==> config.mk <==
export PLATFORM = sky130hd
export DESIGN_NAME = div_top
export DESIGN_NICKNAME = d
export VERILOG_FILES = /design/src/div_pkg.sv /design/src/div_axil_decode.sv /design/src/div_iter_ctrl.sv /design/src/div_iterative.sv /design/src/div_result.sv /design/src/div_top.sv
export SDC_FILE = /design/constraint.sdc
export NUM_CORES = 1
export LEC_CHECK = 0
export BUFFER_PORTS_ARGS = -buffer_cell sky130_fd_sc_hd__buf_2
export CAP_MARGIN = 5
export CORE_MARGIN = 2
export CORE_UTILIZATION = 35
export CTS_CLUSTER_SIZE = 14
export DETAILED_ROUTE_END_ITERATION = 8
export PLACE_DENSITY_LB_ADDON = 0.25
export REMOVE_ABC_BUFFERS = 1
export SLEW_MARGIN = 30
export SYNTH_ARGS = -nofsm -noshare
export SYNTH_HDL_FRONTEND = slang
export SYNTH_SLANG_ARGS = --single-unit
==> constraint.sdc <==
create_clock -name clk_i -period 5.1 [get_ports clk_i]
set_clock_uncertainty 0.2 [all_clocks]
set_input_delay 1.275 -clock clk_i [delete_from_list [all_inputs] [get_ports clk_i]]
set_output_delay 1.275 -clock clk_i [all_outputs]
set_load 0.01 [all_outputs]
==> src/div_pkg.sv <==
package div_pkg;

  // --------------------------------------------------
  // bus geometry
  // --------------------------------------------------
  localparam int AXIL_ADDR_W = 5;
  localparam int AXIL_DATA_W = 32;

  // register offsets, one word each
  typedef enum logic [AXIL_ADDR_W-1:0] {
    REG_DIVIDEND  = 5'h00,
    REG_DIVISOR   = 5'h04,
    REG_CTRL      = 5'h08,
    REG_STATUS    = 5'h0C,
    REG_QUOTIENT  = 5'h10,
    REG_REMAINDER = 5'h14
  } reg_addr_e;

  typedef enum logic [1:0] {
    RESP_OKAY   = 2'b00,
    RESP_SLVERR = 2'b10
  } axil_resp_e;

  // --------------------------------------------------
  // divider opcodes and controller states
  // --------------------------------------------------
  typedef enum logic {
    OP_UNSIGNED = 1'b0,
    OP_SIGNED   = 1'b1
  } div_op_e;

  typedef enum logic [3:0] {
    S_IDLE,
    S_NEG_DIVISOR,
    S_NEG_DIVIDEND,
    S_SHIFT,
    S_ITER,
    S_REPAIR,
    S_NEG_REM,
    S_NEG_QUO,
    S_DONE
  } div_state_e;

  // control word fields
  localparam int CTRL_START_BIT  = 0;
  localparam int CTRL_SIGNED_BIT = 1;

  // status word fields
  localparam int STATUS_BUSY_BIT = 0;
  localparam int STATUS_DONE_BIT = 1;
  localparam int STATUS_DZ_BIT   = 2;

endpackage

==> src/div_axil_decode.sv <==
`timescale 1ns/1ps

module div_axil_decode
  import div_pkg::*;
#(
  parameter int width_p = 32
) (
  input  logic                   clk_i,
  input  logic                   arst_n_i,
  // write address, data and response
  input  logic [AXIL_ADDR_W-1:0] awaddr_i,
  input  logic                   awvalid_i,
  output logic                   awready_o,
  input  logic [AXIL_DATA_W-1:0] wdata_i,
  input  logic                   wvalid_i,
  output logic                   wready_o,
  output axil_resp_e             bresp_o,
  output logic                   bvalid_o,
  input  logic                   bready_i,
  // read address and data
  input  logic [AXIL_ADDR_W-1:0] araddr_i,
  input  logic                   arvalid_i,
  output logic                   arready_o,
  output logic [AXIL_DATA_W-1:0] rdata_o,
  output axil_resp_e             rresp_o,
  output logic                   rvalid_o,
  input  logic                   rready_i,
  // execute and result status
  input  logic                   exec_ready_i,
  input  logic                   res_done_i,
  input  logic                   res_dz_i,
  input  logic [width_p-1:0]     res_quotient_i,
  input  logic [width_p-1:0]     res_remainder_i,
  // start request towards execute
  output logic                   start_v_o,
  output div_op_e                op_o,
  output logic [width_p-1:0]     dividend_o,
  output logic [width_p-1:0]     divisor_o
);

  logic                   wr_hs;
  logic                   rd_hs;
  axil_resp_e             wr_resp;
  axil_resp_e             rd_resp;
  logic [AXIL_DATA_W-1:0] rd_data;
  logic [width_p-1:0]     dividend_r;
  logic [width_p-1:0]     divisor_r;

  // --------------------------------------------------
  // write path
  // --------------------------------------------------
  // AW and W are taken together, and only with no B response outstanding
  assign awready_o = awvalid_i & wvalid_i & ~bvalid_o;
  assign wready_o  = awready_o;
  assign wr_hs     = awvalid_i & awready_o;

  // the opcode rides along with the start pulse
  assign op_o = div_op_e'(wdata_i[CTRL_SIGNED_BIT]);

  always_comb begin
    wr_resp   = RESP_OKAY;
    start_v_o = 1'b0;
    case (awaddr_i)
      REG_DIVIDEND, REG_DIVISOR: begin
        wr_resp = RESP_OKAY;
      end
      REG_CTRL: begin
        if (wdata_i[CTRL_START_BIT]) begin
          // a start while busy is rejected
          if (exec_ready_i) begin
            start_v_o = wr_hs;
          end else begin
            wr_resp = RESP_SLVERR;
          end
        end
      end
      default: begin
        wr_resp = RESP_SLVERR;
      end
    endcase
  end

  always_ff @(posedge clk_i or negedge arst_n_i) begin
    if (!arst_n_i) begin
      bvalid_o <= 1'b0;
      bresp_o  <= RESP_OKAY;
    end else if (wr_hs) begin
      bvalid_o <= 1'b1;
      bresp_o  <= wr_resp;
    end else if (bready_i) begin
      bvalid_o <= 1'b0;
    end
  end

  // operand registers, only the low width_p bits are kept
  always_ff @(posedge clk_i) begin
    if (wr_hs && awaddr_i == REG_DIVIDEND) begin
      dividend_r <= wdata_i[width_p-1:0];
    end
    if (wr_hs && awaddr_i == REG_DIVISOR) begin
      divisor_r <= wdata_i[width_p-1:0];
    end
  end

  assign dividend_o = dividend_r;
  assign divisor_o  = divisor_r;

  // --------------------------------------------------
  // read path
  // --------------------------------------------------
  assign arready_o = ~rvalid_o;
  assign rd_hs     = arvalid_i & arready_o;

  always_comb begin
    rd_data = '0;
    rd_resp = RESP_OKAY;
    case (araddr_i)
      REG_DIVIDEND:  rd_data = AXIL_DATA_W'(dividend_r);
      REG_DIVISOR:   rd_data = AXIL_DATA_W'(divisor_r);
      REG_CTRL:      rd_data = '0;
      REG_STATUS: begin
        // busy is simply execute not being idle
        rd_data[STATUS_BUSY_BIT] = ~exec_ready_i;
        rd_data[STATUS_DONE_BIT] = res_done_i;
        rd_data[STATUS_DZ_BIT]   = res_dz_i;
      end
      REG_QUOTIENT:  rd_data = AXIL_DATA_W'(res_quotient_i);
      REG_REMAINDER: rd_data = AXIL_DATA_W'(res_remainder_i);
      default: begin
        rd_resp = RESP_SLVERR;
      end
    endcase
  end

  always_ff @(posedge clk_i or negedge arst_n_i) begin
    if (!arst_n_i) begin
      rvalid_o <= 1'b0;
      rresp_o  <= RESP_OKAY;
    end else if (rd_hs) begin
      rvalid_o <= 1'b1;
      rresp_o  <= rd_resp;
    end else if (rready_i) begin
      rvalid_o <= 1'b0;
    end
  end

  always_ff @(posedge clk_i) begin
    if (rd_hs) begin
      rdata_o <= rd_data;
    end
  end

endmodule

==> src/div_iter_ctrl.sv <==
`timescale 1ns/1ps

module div_iter_ctrl
  import div_pkg::*;
#(
  parameter int width_p = 32
) (
  input  logic       clk_i,
  input  logic       arst_n_i,
  input  logic       v_i,
  output logic       ready_o,
  input  logic       zero_divisor_i,
  input  logic       signed_r_i,
  input  logic       adder_neg_i,
  input  logic       opa_neg_i,
  input  logic       opc_neg_i,
  output logic [1:0] opa_sel_o,
  output logic       opa_ld_o,
  output logic       opa_inv_o,
  output logic       opa_clr_o,
  output logic [2:0] opb_sel_o,
  output logic       opb_ld_o,
  output logic       opb_inv_o,
  output logic       opb_clr_o,
  output logic [2:0] opc_sel_o,
  output logic       opc_ld_o,
  output logic       latch_op_o,
  output logic       adder_cin_o,
  output logic       v_o,
  input  logic       yumi_i
);

  localparam int CNT_W = $clog2(width_p + 1);

  div_state_e       state_r;
  div_state_e       state_nxt;
  logic [CNT_W-1:0] cnt_r;
  logic             last_iter;
  logic             add_neg_r;
  logic             q_neg_r;
  logic             r_neg_r;

  // width_p+1 iterations, counted 0 .. width_p
  assign last_iter = (cnt_r == CNT_W'(width_p));

  always_ff @(posedge clk_i or negedge arst_n_i) begin
    if (!arst_n_i) begin
      state_r   <= S_IDLE;
      cnt_r     <= '0;
      add_neg_r <= 1'b0;
      q_neg_r   <= 1'b0;
      r_neg_r   <= 1'b0;
    end else begin
      state_r   <= state_nxt;
      // sign of the last sum picks add or subtract next cycle
      add_neg_r <= adder_neg_i;
      if (state_r == S_SHIFT) begin
        cnt_r <= '0;
      end else if (state_r == S_ITER) begin
        cnt_r <= cnt_r + CNT_W'(1);
      end
      // raw operand signs are still in A and C here
      if (state_r == S_NEG_DIVISOR) begin
        q_neg_r <= (opa_neg_i ^ opc_neg_i) & signed_r_i;
        r_neg_r <= opc_neg_i & signed_r_i;
      end
    end
  end

  // mux selects are one-hot, bit 0 is the shift or adder path
  always_comb begin
    state_nxt   = state_r;
    latch_op_o  = 1'b0;
    opa_sel_o   = 2'b01;
    opa_ld_o    = 1'b0;
    opa_inv_o   = 1'b0;
    opa_clr_o   = 1'b0;
    opb_sel_o   = 3'b001;
    opb_ld_o    = 1'b0;
    opb_inv_o   = 1'b0;
    opb_clr_o   = 1'b0;
    opc_sel_o   = 3'b001;
    opc_ld_o    = 1'b0;
    adder_cin_o = 1'b0;
    case (state_r)
      S_IDLE: begin
        if (v_i) begin
          latch_op_o = 1'b1;
          opa_sel_o  = 2'b10;
          opa_ld_o   = 1'b1;
          opc_sel_o  = 3'b100;
          opc_ld_o   = 1'b1;
          state_nxt  = S_NEG_DIVISOR;
        end
      end
      S_NEG_DIVISOR: begin
        // A <= |A|, B picks up the dividend for the next step
        opa_ld_o    = 1'b1;
        opa_inv_o   = opa_neg_i;
        adder_cin_o = opa_neg_i;
        opb_clr_o   = 1'b1;
        opb_sel_o   = 3'b100;
        opb_ld_o    = 1'b1;
        state_nxt   = S_NEG_DIVIDEND;
      end
      S_NEG_DIVIDEND: begin
        opa_clr_o   = 1'b1;
        opb_inv_o   = opc_neg_i;
        adder_cin_o = opc_neg_i;
        opc_sel_o   = 3'b010;
        opc_ld_o    = 1'b1;
        state_nxt   = S_SHIFT;
      end
      S_SHIFT: begin
        // adder gives zero, so B gets just the dividend msb
        opa_clr_o = 1'b1;
        opb_clr_o = 1'b1;
        opb_ld_o  = 1'b1;
        opc_ld_o  = 1'b1;
        state_nxt = S_ITER;
      end
      S_ITER: begin
        // non-restoring step: subtract after a positive sum, add otherwise
        opa_inv_o   = ~add_neg_r;
        adder_cin_o = ~add_neg_r;
        opb_ld_o    = 1'b1;
        opc_ld_o    = 1'b1;
        if (last_iter) begin
          opb_sel_o = 3'b010;
          state_nxt = S_REPAIR;
        end
      end
      S_REPAIR: begin
        // add the divisor back if the final remainder came out negative
        opa_clr_o = ~add_neg_r;
        opa_ld_o  = 1'b1;
        state_nxt = S_NEG_REM;
      end
      S_NEG_REM: begin
        opa_inv_o   = r_neg_r;
        adder_cin_o = r_neg_r;
        opa_ld_o    = 1'b1;
        opb_clr_o   = 1'b1;
        opb_sel_o   = 3'b100;
        opb_ld_o    = 1'b1;
        state_nxt   = S_NEG_QUO;
      end
      S_NEG_QUO: begin
        // quotient stays all ones on a zero divisor
        opa_clr_o   = 1'b1;
        opb_inv_o   = q_neg_r & ~zero_divisor_i;
        adder_cin_o = q_neg_r & ~zero_divisor_i;
        opc_sel_o   = 3'b010;
        opc_ld_o    = 1'b1;
        state_nxt   = S_DONE;
      end
      S_DONE: begin
        if (yumi_i) begin
          state_nxt = S_IDLE;
        end
      end
      default: begin
        state_nxt = S_IDLE;
      end
    endcase
  end

  assign ready_o = (state_r == S_IDLE);
  assign v_o     = (state_r == S_DONE);

endmodule

==> src/div_iterative.sv <==
`timescale 1ns/1ps

module div_iterative
  import div_pkg::*;
#(
  parameter int width_p = 32
) (
  input  logic               clk_i,
  input  logic               arst_n_i,
  input  logic               v_i,
  output logic               ready_o,
  input  div_op_e            op_i,
  input  logic [width_p-1:0] dividend_i,
  input  logic [width_p-1:0] divisor_i,
  output logic               v_o,
  output logic [width_p-1:0] quotient_o,
  output logic [width_p-1:0] remainder_o,
  output logic               zero_divisor_o,
  input  logic               yumi_i
);

  logic [width_p:0] opa_r;
  logic [width_p:0] opb_r;
  logic [width_p:0] opc_r;
  logic [width_p:0] opa_mux;
  logic [width_p:0] opb_mux;
  logic [width_p:0] opc_mux;
  logic [width_p:0] add_in0;
  logic [width_p:0] add_in1;
  logic [width_p:0] add_out;
  logic [1:0]       opa_sel;
  logic [2:0]       opb_sel;
  logic [2:0]       opc_sel;
  logic             opa_ld;
  logic             opb_ld;
  logic             opc_ld;
  logic             opa_inv;
  logic             opb_inv;
  logic             opa_clr;
  logic             opb_clr;
  logic             adder_cin;
  logic             latch_op;
  logic             signed_r;
  logic             divisor_msb;
  logic             dividend_msb;
  logic             dz_chk_r;
  logic             dz_r;

  // sign extension to width_p+1 only for signed operations
  assign divisor_msb  = (op_i == OP_SIGNED) & divisor_i[width_p-1];
  assign dividend_msb = (op_i == OP_SIGNED) & dividend_i[width_p-1];

  // --------------------------------------------------
  // one-hot operand muxes and registers
  // --------------------------------------------------
  assign opa_mux = ({(width_p+1){opa_sel[1]}} & {divisor_msb, divisor_i})
                 | ({(width_p+1){opa_sel[0]}} & add_out);

  assign opb_mux = ({(width_p+1){opb_sel[2]}} & opc_r)
                 | ({(width_p+1){opb_sel[1]}} & add_out)
                 | ({(width_p+1){opb_sel[0]}} & {add_out[width_p-1:0], opc_r[width_p]});

  // quotient bits enter C from the right as the dividend leaves on the left
  assign opc_mux = ({(width_p+1){opc_sel[2]}} & {dividend_msb, dividend_i})
                 | ({(width_p+1){opc_sel[1]}} & add_out)
                 | ({(width_p+1){opc_sel[0]}} & {opc_r[width_p-1:0], ~add_out[width_p]});

  always_ff @(posedge clk_i) begin
    if (opa_ld) begin
      opa_r <= opa_mux;
    end
    if (opb_ld) begin
      opb_r <= opb_mux;
    end
    if (opc_ld) begin
      opc_r <= opc_mux;
    end
    if (latch_op) begin
      signed_r <= (op_i == OP_SIGNED);
    end
  end

  // --------------------------------------------------
  // adder with invert and clear gating
  // --------------------------------------------------
  assign add_in0 = (opa_r ^ {(width_p+1){opa_inv}}) & ~{(width_p+1){opa_clr}};
  assign add_in1 = (opb_r ^ {(width_p+1){opb_inv}}) & ~{(width_p+1){opb_clr}};
  assign add_out = add_in0 + add_in1 + {{width_p{1'b0}}, adder_cin};

  // A holds the raw divisor the cycle after the latch
  always_ff @(posedge clk_i or negedge arst_n_i) begin
    if (!arst_n_i) begin
      dz_chk_r <= 1'b0;
      dz_r     <= 1'b0;
    end else begin
      dz_chk_r <= latch_op;
      if (dz_chk_r) begin
        dz_r <= ~(|opa_r);
      end
    end
  end

  assign remainder_o    = opa_r[width_p-1:0];
  assign quotient_o     = opc_r[width_p-1:0];
  assign zero_divisor_o = dz_r;

  div_iter_ctrl #(
    .width_p(width_p)
  ) u_ctrl (
    .clk_i         (clk_i),
    .arst_n_i      (arst_n_i),
    .v_i           (v_i),
    .ready_o       (ready_o),
    .zero_divisor_i(dz_r),
    .signed_r_i    (signed_r),
    .adder_neg_i   (add_out[width_p]),
    .opa_neg_i     (opa_r[width_p]),
    .opc_neg_i     (opc_r[width_p]),
    .opa_sel_o     (opa_sel),
    .opa_ld_o      (opa_ld),
    .opa_inv_o     (opa_inv),
    .opa_clr_o     (opa_clr),
    .opb_sel_o     (opb_sel),
    .opb_ld_o      (opb_ld),
    .opb_inv_o     (opb_inv),
    .opb_clr_o     (opb_clr),
    .opc_sel_o     (opc_sel),
    .opc_ld_o      (opc_ld),
    .latch_op_o    (latch_op),
    .adder_cin_o   (adder_cin),
    .v_o           (v_o),
    .yumi_i        (yumi_i)
  );

endmodule

==> src/div_result.sv <==
`timescale 1ns/1ps

module div_result #(
  parameter int width_p = 32
) (
  input  logic               clk_i,
  input  logic               arst_n_i,
  input  logic               v_i,
  input  logic [width_p-1:0] quotient_i,
  input  logic [width_p-1:0] remainder_i,
  input  logic               zero_divisor_i,
  input  logic               start_i,
  output logic               yumi_o,
  output logic               done_o,
  output logic               dz_o,
  output logic [width_p-1:0] quotient_o,
  output logic [width_p-1:0] remainder_o
);

  logic [width_p-1:0] quotient_r;
  logic [width_p-1:0] remainder_r;
  logic               done_r;
  logic               dz_r;

  // always room for a new result, so take it right away
  assign yumi_o = v_i;

  always_ff @(posedge clk_i) begin
    if (yumi_o) begin
      quotient_r  <= quotient_i;
      remainder_r <= remainder_i;
    end
  end

  // --------------------------------------------------
  // status flags
  // --------------------------------------------------
  always_ff @(posedge clk_i or negedge arst_n_i) begin
    if (!arst_n_i) begin
      done_r <= 1'b0;
      dz_r   <= 1'b0;
    end else if (yumi_o) begin
      done_r <= 1'b1;
      dz_r   <= zero_divisor_i;
    end else if (start_i) begin
      // a new division hides the old result
      done_r <= 1'b0;
    end
  end

  assign done_o      = done_r;
  assign dz_o        = dz_r;
  assign quotient_o  = quotient_r;
  assign remainder_o = remainder_r;

endmodule

==> src/div_top.sv <==
`timescale 1ns/1ps

module div_top
  import div_pkg::*;
#(
  parameter int width_p = 32
) (
  input  logic                   clk_i,
  input  logic                   arst_n_i,
  input  logic [AXIL_ADDR_W-1:0] awaddr_i,
  input  logic                   awvalid_i,
  output logic                   awready_o,
  input  logic [AXIL_DATA_W-1:0] wdata_i,
  input  logic                   wvalid_i,
  output logic                   wready_o,
  output axil_resp_e             bresp_o,
  output logic                   bvalid_o,
  input  logic                   bready_i,
  input  logic [AXIL_ADDR_W-1:0] araddr_i,
  input  logic                   arvalid_i,
  output logic                   arready_o,
  output logic [AXIL_DATA_W-1:0] rdata_o,
  output axil_resp_e             rresp_o,
  output logic                   rvalid_o,
  input  logic                   rready_i
);

  logic               exec_ready;
  logic               start_v;
  div_op_e            op;
  logic [width_p-1:0] dividend;
  logic [width_p-1:0] divisor;
  logic               exec_v;
  logic [width_p-1:0] exec_quotient;
  logic [width_p-1:0] exec_remainder;
  logic               exec_dz;
  logic               res_yumi;
  logic               res_done;
  logic               res_dz;
  logic [width_p-1:0] res_quotient;
  logic [width_p-1:0] res_remainder;

  // register front end
  div_axil_decode #(
    .width_p(width_p)
  ) u_decode (
    .clk_i          (clk_i),
    .arst_n_i       (arst_n_i),
    .awaddr_i       (awaddr_i),
    .awvalid_i      (awvalid_i),
    .awready_o      (awready_o),
    .wdata_i        (wdata_i),
    .wvalid_i       (wvalid_i),
    .wready_o       (wready_o),
    .bresp_o        (bresp_o),
    .bvalid_o       (bvalid_o),
    .bready_i       (bready_i),
    .araddr_i       (araddr_i),
    .arvalid_i      (arvalid_i),
    .arready_o      (arready_o),
    .rdata_o        (rdata_o),
    .rresp_o        (rresp_o),
    .rvalid_o       (rvalid_o),
    .rready_i       (rready_i),
    .exec_ready_i   (exec_ready),
    .res_done_i     (res_done),
    .res_dz_i       (res_dz),
    .res_quotient_i (res_quotient),
    .res_remainder_i(res_remainder),
    .start_v_o      (start_v),
    .op_o           (op),
    .dividend_o     (dividend),
    .divisor_o      (divisor)
  );

  div_iterative #(
    .width_p(width_p)
  ) u_exec (
    .clk_i         (clk_i),
    .arst_n_i      (arst_n_i),
    .v_i           (start_v),
    .ready_o       (exec_ready),
    .op_i          (op),
    .dividend_i    (dividend),
    .divisor_i     (divisor),
    .v_o           (exec_v),
    .quotient_o    (exec_quotient),
    .remainder_o   (exec_remainder),
    .zero_divisor_o(exec_dz),
    .yumi_i        (res_yumi)
  );

  // result capture and status
  div_result #(
    .width_p(width_p)
  ) u_result (
    .clk_i         (clk_i),
    .arst_n_i      (arst_n_i),
    .v_i           (exec_v),
    .quotient_i    (exec_quotient),
    .remainder_i   (exec_remainder),
    .zero_divisor_i(exec_dz),
    .start_i       (start_v),
    .yumi_o        (res_yumi),
    .done_o        (res_done),
    .dz_o          (res_dz),
    .quotient_o    (res_quotient),
    .remainder_o   (res_remainder)
  );

endmodule

==> impl_metrics.yaml <==
die:
  fp.dieW_um: 204.0
  ios: 90
  fp.dieH_um: 204.0
  rows: 73
  coreArea_mm2: 0.03964
  start_util_pct: 35.32
  die_area_mm2: 0.04161
logic_synthesis:
  yosysSeqAreaShare_pct: 59.52
  yosysWarnings: 0
  ys_types: 74
  async_reset_ff_share_pct: 7.473
  synthFlopType: "edfxtp_1"
  synth_edf_count: 260
  ys_seq_elements: 281
  syn_avg_cell_area_um2: 12.66
  syn_inst: 1106
  synth.cell_area_mm2: 0.01400
timing:
  drv_slew: 0
  min_period_ns: 4.839
  tightest_slew_ns: 0.8990
  report.final.setup_viol: 0
  hold_violations: 0
  fin_crit_sh_pct: 94.88
  rsz0062_at_grt: "no"
  tns_ns: 0
  fmax_mhz: 206.7
  finalHoldWorstSlack_ns: 0.2800
  max_slew_margin_pct: 40.00
hold_path:
  min_to: "u_result.done_o"
  hold_start: "u_result.done_o"
  worst_hold_path_type: "reg -> reg"
  hold_depth: 1
layout:
  drive_gt1_share_pct: 20.08
  finalNetCount: 1285
  fillers: 3717
  final_cell_mix: "edfxtp_1 (260), nand2_1 (105), nor2_1 (102)"
  area_growth_pct: 15.93
  final_common_cell: "edfxtp_1"
  diodes: 0
worst_setup_path:
  crit_fanout: 7
  r2r-end: "u_exec.opb_r[30]"
  r2r_cells: 16
  required_ns: 5.29
  r2r_start: "u_exec.u_ctrl.state_r[0]"
  rrSetupSlack_ns: 0.26
  crit_arrival_ns: 5.03
  start_kind: "flip-flop"
  crit_type: "reg -> reg"
  cp-end-kind: "flip-flop"
global_routing:
  track_usage_pct: 16.63
  antenna_found_initial: 0
  grt_max_degree: 97
  grt_pass1_wl_um: 54210
  overflow: 0
  grt_pass1_vias: 9339
clocking:
  cts_tree: "done"
  cts.path.max_buffers: 3
  cts_made_buffers: 30
  root_buffer: "clkbuf_16"
  cts.sinks: 281
  clock_latency_ns: 0.56
  ctsHtreeMaxLevel: 1
  clk_pin_slew_worst_paths_ns: 0.06
flow_run:
  cap_violations: 0
route:
  drcViolationCount: 0
  wl_per_cell_um: 19.79
  wl_um: 34630
  drt_iter0_drc: 566
  viasPerCell: 5.258
  drt-pass1-iter-count: 5
  ant_nets: 0
  via_count: 9201
outcome:
  outcome: "complete, no violations"
placement:
  dp_hpwl_um: 23830
  routabilityCongestion: 0.8919
  port_buffers: 87
-- how the worst max path moves through the flow --
stage                             startpoint          endpoint  slack [ns]  depth (start not counted)
finish              u_exec.u_ctrl.state_r[0]  u_exec.opb_r[30]        0.26                         16
global route        u_exec.u_ctrl.state_r[0]  u_exec.opb_r[25]       0.001                         16
global placement    u_exec.u_ctrl.state_r[0]  u_exec.opb_r[30]        0.22                         14
detailed placement  u_exec.u_ctrl.state_r[0]  u_exec.opb_r[30]        0.13                         14
floorplan           u_exec.u_ctrl.state_r[0]  u_exec.opb_r[26]       -2.63                         15
CTS                 u_exec.u_ctrl.state_r[0]  u_exec.opb_r[30]        0.09                         14
-- metrics by stage --
step	cell area (um^2)	util (%)	std cells	setup WS (ns)
after floorplan	13670	-	1040	-2.635
after global placement	15130	38.16	1691	0.2157
after detailed placement	15130	38.16	1691	0.1278
after CTS	16160	40.76	1747	0.09259
after global routing	16230	40.94	1750	0.001414
final	16230	40.94	1750	0.2613
-- cell type report --
class | instances | area (um^2) | area share [%]
tap | 525 | 656.9 | 4.047
clock inverter | 22 | 244.0 | 1.503
timing repair buffer | 129 | 775.7 | 4.780
inverter | 20 | 75.07 | 0.4626
sequential | 281 | 8333 | 51.35
clock buffer | 34 | 787.0 | 4.849
multi-input combinational | 739 | 5358 | 33.01
-- metal layers --
metal | track usage (%) | vias to the layer above | share of wire, % | wire [um]
li1 | - | 4365 | - | -
met1 | 23.95 | 4572 | 48 | 16470
met2 | 27.30 | 239 | 46 | 16070
met3 | 2.025 | 25 | 4.5 | 1574
met4 | 3.028 | 0 | 1.5 | 512
met5 | 0 | - | 0 | 0
-- logic make-up (layout without fill, tap and decap cells) --
logic type / count (synthesis) / after routing / synth area share [%]
AO/OA/AOI/OAI: 251 / 251 / 12.26
multiplexers: 34 / 34 / 5.300
AND/OR/NAND/NOR: 314 / 314 / 10.32
other: 1 / 2 / 0.02679
flip-flops: 281 / 281 / 59.52
XOR/XNOR: 103 / 103 / 6.444
adder cells (fa/ha/maj): 35 / 35 / 3.235
buffers and inverters: 87 / 205 / 2.887
-- critical path, cell delays in order (launching register included) --
cell      delay, ns
dfrtp_1        0.46
nor2b_1        0.20
a32o_1         0.27
a22oi_2        0.25
xor2_1         0.17
nor2_1         0.07
fa_2           0.40
fa_1           0.50
a211o_1        0.32
a211oi_2       0.29
o31a_2         0.24
o21ai_2        0.10
a2111o_1       0.48
buf_4          0.19
nand4_1        0.14
o311ai_4       0.16
o221ai_1       0.23
-- cell usage after synthesis, drive strengths merged, types with 4 or more instances --
| cell type | n | area share (%) |
|---|---|---|
| o21ai | 78 | 2.8 |
| dfrtp | 21 | 3.8 |
| buf | 23 | 0.87 |
| ha | 33 | 2.9 |
| nand2 | 105 | 2.8 |
| nor2b | 36 | 1.6 |
| xor2 | 51 | 3.2 |
| edfxtp | 260 | 56 |
| nor4 | 11 | 0.49 |
| clkbuf | 42 | 1.3 |
| a21oi | 32 | 1.2 |
| nor3 | 15 | 0.54 |
| inv | 20 | 0.54 |
| o21a | 6 | 0.32 |
| or3 | 4 | 0.18 |
| a211oi | 5 | 0.30 |
| o221ai | 30 | 1.9 |
| mux4 | 32 | 5.1 |
| nor2 | 105 | 2.8 |
| o211ai | 4 | 0.21 |
| a22oi | 34 | 1.9 |
| o21bai | 5 | 0.27 |
| nand3 | 5 | 0.18 |
| a21o | 20 | 1.1 |
| nand4 | 6 | 0.27 |
| nor3b | 4 | 0.21 |
| and3 | 4 | 0.18 |
| a31oi | 10 | 0.45 |
| xnor2 | 52 | 3.3 |
-- flip-flops by register name, summed over array words and instances (netlist names), 32 cells and up --
| name | cells |
|---|---|
| u_exec.opb_r | 33 |
| u_decode.divisor_o | 32 |
| u_exec.opc_r | 33 |
| u_decode.dividend_o | 32 |
| u_decode.rdata_o | 32 |
| u_exec.opa_r | 33 |
| u_result.quotient_o | 32 |
| u_result.remainder_o | 32 |
-- timing repair --
item	in CTS	in global routing
hold buffers	0	0
setup endpoints to repair	0	29
buffers inserted	0	3
resized for setup	0	7
Power is not shown: default switching activity piles up to over one toggle a cycle in this logic, so the estimate is an artifact.
